## config.mk

```make
export PLATFORM = sky130hd
export DESIGN_NAME = core_s2
export DESIGN_NICKNAME = d
export VERILOG_FILES = /design/src/core_pkg.sv /design/src/core_s2_control.sv /design/src/core_s2_mem_timer.sv /design/src/core_s2_regfile.sv /design/src/core_s2_alu.sv /design/src/core_s2_l1dcache.sv /design/src/core_s2.sv
export VERILOG_INCLUDE_DIRS = /design/src /design/src/src
export SDC_FILE = /design/constraint.sdc
export NUM_CORES = 2
export LEC_CHECK = 0
export BUFFER_PORTS_ARGS = -buffer_cell sky130_fd_sc_hd__buf_4
export CAP_MARGIN = 30
export CORE_MARGIN = 1.5
export CORE_UTILIZATION = 23
export CTS_CLUSTER_SIZE = 20
export DETAILED_ROUTE_END_ITERATION = 16
export PLACE_DENSITY = 0.4
export SLEW_MARGIN = 20
export SYNTH_ARGS = -nofsm -noshare
export SYNTH_HDL_FRONTEND = slang
export SYNTH_SLANG_ARGS = --single-unit
```

## constraint.sdc

```tcl
create_clock -name clk -period 19.9 [get_ports clk]
set_input_delay 5.97 -clock clk [delete_from_list [all_inputs] [get_ports clk]]
set_output_delay 5.97 -clock clk [all_outputs]
set_load 0.05 [all_outputs]
```

## src/core_s2_defs.svh

```systemverilog
`ifndef CORE_S2_DEFS_SVH
`define CORE_S2_DEFS_SVH

// Width of one data word and of every register
`define CORE_S2_DATA_W 32

// Architectural registers, register 0 reads as zero
`define CORE_S2_REG_COUNT 16

// Words held in the L1 data cache array
`define CORE_S2_DMEM_DEPTH 64

// Cycles the timer counts for one cache access
// Must be at least 1
`define CORE_S2_DCACHE_LATENCY 3

`endif

```

## src/core_pkg.sv

```systemverilog
package core_pkg;

`include "core_s2_defs.svh"

    // Data word as seen by registers, ALU and cache
    typedef logic [`CORE_S2_DATA_W-1:0] word_t;

    // Register index
    typedef logic [$clog2(`CORE_S2_REG_COUNT)-1:0] reg_idx_t;

    // Immediate, sign-extended by the ALU
    typedef logic signed [15:0] imm_t;

    // Word address into the data array
    typedef logic [$clog2(`CORE_S2_DMEM_DEPTH)-1:0] dmem_addr_t;

    // Operation code, unlisted codes behave as HALT
    typedef logic [3:0] opcode_t;

    localparam opcode_t OP_ADD   = 4'd0;
    localparam opcode_t OP_SUB   = 4'd1;
    localparam opcode_t OP_AND   = 4'd2;
    localparam opcode_t OP_OR    = 4'd3;
    localparam opcode_t OP_XOR   = 4'd4;
    localparam opcode_t OP_ADDI  = 4'd5;
    localparam opcode_t OP_LOAD  = 4'd6;
    localparam opcode_t OP_STORE = 4'd7;
    localparam opcode_t OP_HALT  = 4'd15;

    // Decoded instruction handed over by stage 1
    typedef struct packed {
        opcode_t  opcode;
        reg_idx_t rd;
        reg_idx_t rs1;
        reg_idx_t rs2;
        imm_t     imm;
    } s2_instr_s;

    // Control bits from the FSM to the datapath
    typedef struct packed {
        logic rd_write_enable;
        logic rd_from_mem;
        logic mem_start;
        logic mem_write;
    } s2_ctrl_s;

endpackage : core_pkg

```

## src/core_s2_control.sv

```systemverilog
`timescale 1ns/1ps

module core_s2_control (
    input  logic              clk,
    input  logic              rst_n,
    input  logic              instr_valid,
    input  core_pkg::opcode_t cur_opcode,
    input  logic              mem_done,
    output logic              instr_ack,
    output core_pkg::s2_ctrl_s ctrl,
    output logic              halted
);

    import core_pkg::*;

    // Stage 2 states
    typedef enum logic [2:0] {
        INIT,
        HALT,
        FETCH_NEXT,
        WAIT_ON_L1DCACHE,
        FINISH_CURRENT_AND_FETCH_NEXT
    } state_e;

    state_e state;
    state_e next_state;

    // High in the first cycle spent in WAIT_ON_L1DCACHE
    logic first_wait;

    always_ff @(posedge clk or negedge rst_n) begin : state_ff
        if (!rst_n) begin
            state      <= INIT;
            first_wait <= 1'b0;
        end else begin
            state      <= next_state;
            first_wait <= (state != WAIT_ON_L1DCACHE) && (next_state == WAIT_ON_L1DCACHE);
        end
    end : state_ff

    always_comb begin : next_state_logic
        next_state = state;
        case (state)
            INIT: begin
                // Single setup cycle
                next_state = FETCH_NEXT;
            end
            HALT: begin
                // Only reset leaves HALT
                next_state = HALT;
            end
            FETCH_NEXT: begin
                if (instr_valid) begin
                    // Path chosen from the opcode being accepted
                    case (cur_opcode)
                        OP_ADD, OP_SUB, OP_AND, OP_OR, OP_XOR, OP_ADDI: begin
                            next_state = FINISH_CURRENT_AND_FETCH_NEXT;
                        end
                        OP_LOAD, OP_STORE: begin
                            next_state = WAIT_ON_L1DCACHE;
                        end
                        default: begin
                            // HALT and unknown codes
                            next_state = HALT;
                        end
                    endcase
                end
            end
            WAIT_ON_L1DCACHE: begin
                // Leave once the timer flags the access done
                if (mem_done) begin
                    next_state = FINISH_CURRENT_AND_FETCH_NEXT;
                end
            end
            FINISH_CURRENT_AND_FETCH_NEXT: begin
                next_state = FETCH_NEXT;
            end
            default: begin
                // Illegal encoding, stop the core
                next_state = HALT;
            end
        endcase
    end : next_state_logic

    always_comb begin : control_signal_logic
        instr_ack = 1'b0;
        ctrl      = '0;
        case (state)
            FETCH_NEXT: begin
                // Accept pulse, one cycle since the state moves on
                instr_ack = instr_valid;
            end
            WAIT_ON_L1DCACHE: begin
                // Kick the timer on entry only
                ctrl.mem_start = first_wait;
                ctrl.mem_write = (cur_opcode == OP_STORE);
            end
            FINISH_CURRENT_AND_FETCH_NEXT: begin
                // Stores have no destination
                ctrl.rd_write_enable = (cur_opcode != OP_STORE);
                ctrl.rd_from_mem     = (cur_opcode == OP_LOAD);
            end
            default: begin
                // INIT, HALT and illegal states drive nothing
            end
        endcase
    end : control_signal_logic

    assign halted = (state == HALT);

endmodule : core_s2_control

```

## src/core_s2_mem_timer.sv

```systemverilog
`timescale 1ns/1ps

`include "core_s2_defs.svh"

module core_s2_mem_timer (
    input  logic clk,
    input  logic rst_n,
    input  logic start,
    output logic done
);

    // Wide enough to hold the full latency
    localparam int CNT_W = $clog2(`CORE_S2_DCACHE_LATENCY + 1);

    logic [CNT_W-1:0] count;

    always_ff @(posedge clk or negedge rst_n) begin : count_ff
        if (!rst_n) begin
            count <= '0;
        end else if (start) begin
            count <= CNT_W'(`CORE_S2_DCACHE_LATENCY);
        end else if (count != '0) begin
            // Count down, then rest at zero
            count <= count - CNT_W'(1);
        end
    end : count_ff

    // Last cycle of the access, the count hits zero at the next edge
    assign done = (count == CNT_W'(1));

endmodule : core_s2_mem_timer

```

## src/core_s2_regfile.sv

```systemverilog
`timescale 1ns/1ps

`include "core_s2_defs.svh"

module core_s2_regfile (
    input  logic               clk,
    input  logic               rst_n,
    input  core_pkg::reg_idx_t rs1_idx,
    input  core_pkg::reg_idx_t rs2_idx,
    output core_pkg::word_t    rs1_data,
    output core_pkg::word_t    rs2_data,
    input  core_pkg::reg_idx_t rd_idx,
    input  core_pkg::word_t    rd_data,
    input  logic               rd_write_enable,
    input  core_pkg::reg_idx_t dbg_idx,
    output core_pkg::word_t    dbg_data
);

    import core_pkg::*;

    word_t regs [`CORE_S2_REG_COUNT];

    always_ff @(posedge clk or negedge rst_n) begin : regs_ff
        if (!rst_n) begin
            for (int i = 0; i < `CORE_S2_REG_COUNT; i++) begin
                regs[i] <= '0;
            end
        end else if (rd_write_enable && (rd_idx != '0)) begin
            // Register 0 keeps its reset value of zero
            regs[rd_idx] <= rd_data;
        end
    end : regs_ff

    // Asynchronous reads
    assign rs1_data = regs[rs1_idx];
    assign rs2_data = regs[rs2_idx];

    // Debug view of the architectural state
    assign dbg_data = regs[dbg_idx];

endmodule : core_s2_regfile

```

## src/core_s2_alu.sv

```systemverilog
`timescale 1ns/1ps

module core_s2_alu (
    input  core_pkg::opcode_t opcode,
    input  core_pkg::word_t   a,
    input  core_pkg::word_t   b,
    input  core_pkg::imm_t    imm,
    output core_pkg::word_t   result
);

    import core_pkg::*;

    // Immediate widened to a full word
    word_t imm_ext;

    assign imm_ext = {{($bits(word_t) - $bits(imm_t)){imm[$bits(imm_t)-1]}}, imm};

    always_comb begin : alu_logic
        case (opcode)
            OP_ADD: result = a + b;
            OP_SUB: result = a - b;
            OP_AND: result = a & b;
            OP_OR:  result = a | b;
            OP_XOR: result = a ^ b;
            // Immediate add, also the load and store address
            OP_ADDI, OP_LOAD, OP_STORE: begin
                result = a + imm_ext;
            end
            default: begin
                // HALT and unknown codes
                result = '0;
            end
        endcase
    end : alu_logic

endmodule : core_s2_alu

```

## src/core_s2_l1dcache.sv

```systemverilog
`timescale 1ns/1ps

`include "core_s2_defs.svh"

module core_s2_l1dcache (
    input  logic                 clk,
    input  logic                 rst_n,
    input  logic                 access,
    input  logic                 write,
    input  core_pkg::dmem_addr_t addr,
    input  core_pkg::word_t      wdata,
    output core_pkg::word_t      rdata
);

    import core_pkg::*;

    // Always hits, so the array is the whole cache
    word_t mem [`CORE_S2_DMEM_DEPTH];

    always_ff @(posedge clk) begin : array_ff
        if (access && write) begin
            mem[addr] <= wdata;
        end
    end : array_ff

    always_ff @(posedge clk or negedge rst_n) begin : rdata_ff
        if (!rst_n) begin
            rdata <= '0;
        end else if (access && !write) begin
            // Held until the next load
            rdata <= mem[addr];
        end
    end : rdata_ff

endmodule : core_s2_l1dcache

```

## src/core_s2.sv

```systemverilog
`timescale 1ns/1ps

module core_s2 (
    input  logic                clk,
    input  logic                rst_n,
    input  logic                instr_valid,
    input  core_pkg::s2_instr_s instr,
    output logic                instr_ack,
    output logic                halted,
    input  core_pkg::reg_idx_t  dbg_idx,
    output core_pkg::word_t     dbg_data
);

    import core_pkg::*;

    // Instruction being executed
    s2_instr_s  cur_instr;
    opcode_t    cur_opcode;
    s2_ctrl_s   ctrl;
    logic       mem_done;
    word_t      rs1_data;
    word_t      rs2_data;
    word_t      alu_result;
    word_t      mem_rdata;
    word_t      rd_data;
    dmem_addr_t mem_addr;

    // Latch on accept, stage 1 holds instr stable until then
    always_ff @(posedge clk) begin : cur_instr_ff
        if (instr_ack) begin
            cur_instr <= instr;
        end
    end : cur_instr_ff

    // Incoming opcode in the accept cycle, latched opcode otherwise
    assign cur_opcode = instr_ack ? instr.opcode : cur_instr.opcode;

    core_s2_control u_control (
        .clk         (clk),
        .rst_n       (rst_n),
        .instr_valid (instr_valid),
        .cur_opcode  (cur_opcode),
        .mem_done    (mem_done),
        .instr_ack   (instr_ack),
        .ctrl        (ctrl),
        .halted      (halted)
    );

    core_s2_mem_timer u_mem_timer (
        .clk   (clk),
        .rst_n (rst_n),
        .start (ctrl.mem_start),
        .done  (mem_done)
    );

    core_s2_regfile u_regfile (
        .clk             (clk),
        .rst_n           (rst_n),
        .rs1_idx         (cur_instr.rs1),
        .rs2_idx         (cur_instr.rs2),
        .rs1_data        (rs1_data),
        .rs2_data        (rs2_data),
        .rd_idx          (cur_instr.rd),
        .rd_data         (rd_data),
        .rd_write_enable (ctrl.rd_write_enable),
        .dbg_idx         (dbg_idx),
        .dbg_data        (dbg_data)
    );

    core_s2_alu u_alu (
        .opcode (cur_instr.opcode),
        .a      (rs1_data),
        .b      (rs2_data),
        .imm    (cur_instr.imm),
        .result (alu_result)
    );

    // Low bits of the computed address pick the word
    assign mem_addr = alu_result[$bits(dmem_addr_t)-1:0];

    core_s2_l1dcache u_l1dcache (
        .clk   (clk),
        .rst_n (rst_n),
        .access(mem_done),
        .write (ctrl.mem_write),
        .addr  (mem_addr),
        .wdata (rs2_data),
        .rdata (mem_rdata)
    );

    // Writeback source, loads take the registered cache data
    assign rd_data = ctrl.rd_from_mem ? mem_rdata : alu_result;

endmodule : core_s2

```

## Word level (Yosys, flattened, before mapping)

Memory sizes are Yosys's and may differ from the RTL's. A register that Yosys moved wholly into a read port is not among the register bits.
Index checks and enable logic that the tools add are counted.

- Bits in registers: 550
- Memory bits (writable): 2,048
- Memory bits (read-only): 24
- Output and inout port bits: 34
- Logic and storage cells: 99
- Memories: 2

Memories:

| memory | words | width | read ports | clocked after Yosys merged registers in | write ports | line | RTL |
|---|---|---|---|---|---|---|---|
| u_l1dcache.mem | 64 | 32 | 1 | 1 | 1 | core_s2_l1dcache.sv:18 | `` word_t mem [`CORE_S2_DMEM_DEPTH]; `` |
| (no name shown) | 8 | 3 | 1 | 0 | 0 | core_s2_control.sv:55 | `case (cur_opcode)` |

- $add $sub $neg: 4
- Magnitude comparators: 5
- Equal/unequal tests: 17
- Muxes and demuxes: 26
- Bitwise logic cells: 7
- Reductions and logical operators: 14

Operator list:

| cell | number |
|---|---|
| bitwise mux 512 bit | 1 |
| binary-select mux 32 bit (select 4 bit) | 3 |
| 2-to-1 mux 32 bit | 8 |
| case mux 32 bit (6 select lines) | 1 |
| demux 32 bit (select 4 bit) | 1 |
| adder 32 bit | 2 |
| AND 32 bit | 1 |
| OR 32 bit | 1 |
| subtractor 32 bit | 1 |
| bitwise XOR 32 bit | 1 |
| equality test 4 x 3 -> 1 bit, second input constant | 6 |
| >= comparator 5 bit, second input constant | 4 |
| NOT 4 -> 5 bit | 4 |
| equality test 3 x 2 -> 1 bit, second input constant | 3 |
| 2-to-1 mux 3 bit | 3 |
| case mux 3 bit (3 select lines) | 1 |
| equality test 4 x 2 -> 1 bit, second input constant | 2 |
| 2-to-1 mux 2 bit | 4 |
| logical AND 1 bit | 5 |
| less-than comparator 5 x 1 -> 1 bit, second input constant | 1 |
| equality test 4 x 1 -> 1 bit, second input constant | 1 |
| zero test 4 bit | 1 |
| 2-to-1 mux 4 bit | 1 |
| inequality test 4 x 3 -> 1 bit, second input constant | 1 |
| 12 further kinds | 16 |

## Depth between registers and ports, before layout

An unclocked memory read counts as a cell.

- Word-level depth: 9
- Mapped depth: 25
- Gate-level depth less buffers: 22

## Cells and area by module

A second synthesis with hierarchy kept.

- Cell total of the unflattened synthesis: 6,921
- Area total of the unflattened synthesis: 116,214.0 um^2

By module, submodules not included:

| module | times used | cells each | area an instance (um^2) | seq. area each (um^2) |
|---|---|---|---|---|
| core_s2_l1dcache | 1 | 4,271 | 80,043.0 | 62,299.8 |
| core_s2_regfile | 1 | 1,941 | 29,960.0 | 12,812.3 |
| core_s2_alu | 1 | 597 | 4,284.1 | 0.0 |
| core_s2 | 1 | 72 | 1,550.2 | 960.9 |
| core_s2_control | 1 | 29 | 259.0 | 100.1 |
| core_s2_mem_timer | 1 | 11 | 117.6 | 50.0 |

## Worst setup path after synthesis

Ideal clock, no wire load.

- Path kind: input to output
- Start: input dbg_idx[0]
- End: output dbg_data[11]
- Arrival time: 8.201 ns
- Data required time: 13.930 ns
- Path slack: 5.729 ns
- Cell stages on the path: 4
- Cells stage by stage: clkbuf_1 -> buf_1 -> mux4_2 -> mux4_2

- Longest elaborated chain between the ends: 4

RTL lines:

| item | line | RTL |
|---|---|---|
| from (decl) | core_s2.sv:10 | `input core_pkg::reg_idx_t dbg_idx,` |
| NOT 4 -> 5 bit (not written as such) | core_s2_regfile.sv:39 | `assign dbg_data = regs[dbg_idx];` |
| binary-select mux 32 bit (select 4 bit) | core_s2_regfile.sv:39 |  |
| 2-to-1 mux 32 bit (not written as such) (2 in series) | core_s2_regfile.sv:39 |  |
| to (decl) | core_s2.sv:11 | `output core_pkg::word_t dbg_data` |

No other way between the ends. The select of a mux whose other input is x is not followed.

## Worst setup path after layout

- Start: input dbg_idx[0]
- End: output dbg_data[3]

The elaborated chain is that of the path after synthesis.

==> reports/results.txt <==
Worst rel slew slack - 27.6%
Leakage - 49.5 nW
Drt first pass iters - 6
Seq/Total Area, Yosys - 65.2%
Worst Path Max Fanout - 52
CTS tree - yes
Clock transition at path regs - 0.06 ns
RD Place Congestion - 0.821
Share of cells above drive strength 1 - 15.9%
Skew-Pair Late Insertion Delay - 0.96 ns
CP Launch Point - dbg_idx[0]
Critical Path RT - 13.93 ns
Hold WC Path Type - flop to flop
Synth top area cells - edfxtp_1 53%, dfrtp_1 12%, nand2_1 9.0%
Total power - 11.5 mW
Post-synth cell types - 74
VDD IR max - 0.0900 mV
Drt drc - 0
First-pass GRT wire length - 603000 um
Final net count - 9448
Root cell of the clock tree - clkbuf_16
Top cell type's share of synthesized area - 53.4%
Via density - 4.87
Slew Limit Fails - 0
Largest net degree at the start of global routing - 174
Total setup violations reported at the end of the flow - 0
Die Y - 716 um
Mean post-synth cell area - 12.6 sq um
Iter 0 DRT Violations - 7779
RSZ-0062 raised after global routing - false
Number of global-route vias before repair - 76800
Startpoint Class - primary input
GR Util All Layers - 16.3%
Top_reg_cell synth - edfxtp_1
Port Buf Inserts - 72
Global route overflow - 0
Hold path start - u_regfile.regs[481]$_DFFE_PN0P_
Slowest stage delay, CP - 0.80 ns
H-tree levels - 5
Top-count cell post-synth - nand2_1
CP Capture Type - primary output
Place WS - 4.93 ns
R2R Path Start - cur_instr[16]$_DFFE_PP_
Synth Register Bits - 2630
Synth Instances - 9317
Hold Path Sink - u_regfile.regs[481]$_DFFE_PN0P_
Reg2reg end - u_l1dcache.rdata[10]$_DFFE_PN0P_
CTS Buffer Depth - 4
FF-to-FF path depth - 21
Row cnt - 261
Minimum clock period after layout - 14.83 ns
PostCTS Resize Cnt - 0
Core ar. - 506000 sq um
Final Worst Setup Slack - 5.07 ns
Highest clock rate - 0.0674 GHz
# hold bufs at CTS - 0
Post-CTS Setup Inserts - 0
TritonCTS Buffers - 304
Post-synth ARST share - 20.9%
Post-synth EDFFs - 2080
Power per cell area - 84.2 nW/um^2
WL/cell - 26.4 um
Initial Utilization - 23.1%
# clock sinks - 2630
HPWL after detailed placement - 250000 um
R2r setup slk - 10.33 ns
Crit path buf inv count - 3
Yosys top cell by area - edfxtp_1
DR vias - 79200
Commonest cells in the synthesized netlist - 2799 x nand2_1, 2080 x edfxtp_1, 657 x nand3_1, 620 x clkbuf_1, 550 x dfrtp_1
Final Hold Fails - 0
Die W - 716 um
Number of fill cells - 51500
Clock Skews - 0.0769 ns
ANT nets after route - 0
Final WL - 430000 um
Worst hold stages - 0
Top-Level Pins - 73
Delay-heaviest family, CP - buffers and inverters
Status - finished, final reports clean
Post-Syn Area - 117000 sq um
Die footprint - 513000 sq um
Fin Setup TNS - 0 ns
Synth Warn # - 0
Crit path max-delay cell type - buf_4
Least-Margin Pin Slew - 1.08 ns
Crit-path cells - clkbuf_8 -> buf_4 -> mux4_2 -> mux4_2 -> buf_4
Initial antenna violation count - 26
Period utilisation layout - 74.5%
Syn Nets - 9461
CP Data Arrival Time - 8.86 ns
Critical path class - primary input to primary output
Area Growth Syn to Fin - 17.0%
MaxCap Viol Count - 0
[how the worst max path moves through the flow]
stage                         endpoint  slack (ns)  cells after the start
after floorplan           dbg_data[11]        5.73                      4
final                      dbg_data[3]        5.07                      5
after global routing       dbg_data[3]        4.83                      5
after detailed placement   dbg_data[3]        4.93                      5
after global placement     dbg_data[3]        4.98                      5
after CTS                  dbg_data[3]        4.93                      5
[report_power, final]
part,switching (mW),internal (mW)
clock network,2.37,3.21
registers,0,5.86
logic,0.0551,0.0244
total,2.42,9.10
[routing by layer]
layer | wire [um] | GRT usage [%] | up-vias
met1 | 193000 | 22.8 | 41300
met3 | 25400 | 2.40 | 568
met2 | 198000 | 26.2 | 2709
met4 | 13100 | 4.59 | 6
met5 | 44 | 0 | -
li1 | - | - | 34500
[flip-flops by register name, indices dropped and copies added (netlist names)]
signal and count:
u_mem_timer.count 2, u_l1dcache.mem 2048, u_l1dcache.rdata 32, u_control.state 3
u_control.first_wait 1, cur_instr 32, u_regfile.regs 512
[layout make-up]
cell class              count  area [sq um]  share of cell area [%]
repair buffers            416          3700                    2.70
diodes                      9          22.5                  0.0165
clock buffers             396          8280                    6.05
inverters                  79           299                   0.218
clock inverters           151          1490                    1.09
flip-flops and latches   2630         76200                    55.7
multi-input cells        5873         38500                    28.1
well taps                6706          8390                    6.13
[placed cells by master, fill, tap and decap left out, types with 79 or more instances in the layout]
cell and count:
mux4_2 453, buf_4 368, a31oi_1 218, dfrtp_1 550
edfxtp_1 2080, o21ai_0 382, nor2_1 82, o22ai_1 100
nand3_1 650, nand2_1 2787, a311oi_1 271, ha_1 104
a21oi_1 79, clkbuf_16 311, and3_1 229
[worst reg2reg max path: stages, from the launching register on]
cell and delay, ns:
edfxtp_1 0.33, buf_4 0.45, buf_4 0.74, mux4_2 0.62, a22o_1 0.27, a221oi_2 0.64
o21ai_0 0.18, ha_1 0.30, a22oi_1 0.25, o211a_4 0.75, buf_12 0.57, buf_4 0.95
buf_4 0.66, buf_4 0.71, nand2_1 0.15, and3_1 0.19, a311oi_1 0.27, a31oi_1 0.17
o22ai_1 0.79, nor4_1 0.15, buf_4 0.21, o21ai_0 0.14
[per-stage QoR]
stage | std cells | util, % | cell area (sq um) | hold slack, ns
3_3_place_gp | 15700 | 25.0 | 126000 | 0.397
5_1_grt | 16300 | 27.1 | 137000 | 0.423
2_1_floorplan | 9317 | - | 117000 | 0.433
4_1_cts | 16200 | 27.0 | 137000 | 0.416
3_5_place_dp | 15700 | 25.1 | 127000 | 0.405
6_report | 16300 | 27.1 | 137000 | 0.409
[logic make-up after synthesis]
logic type      count (synthesis)  share of synthesized area, %
fa+ha+maj                     105                          1.13
simple gates                 3944                          14.1
flops                        2630                          65.2
compound gates               1284                          7.42
mux                           485                          9.07
xor+xnor                       55                         0.412
buf+inv                       814                          2.70
No activity file was read; power rests on OpenSTA's default activity.
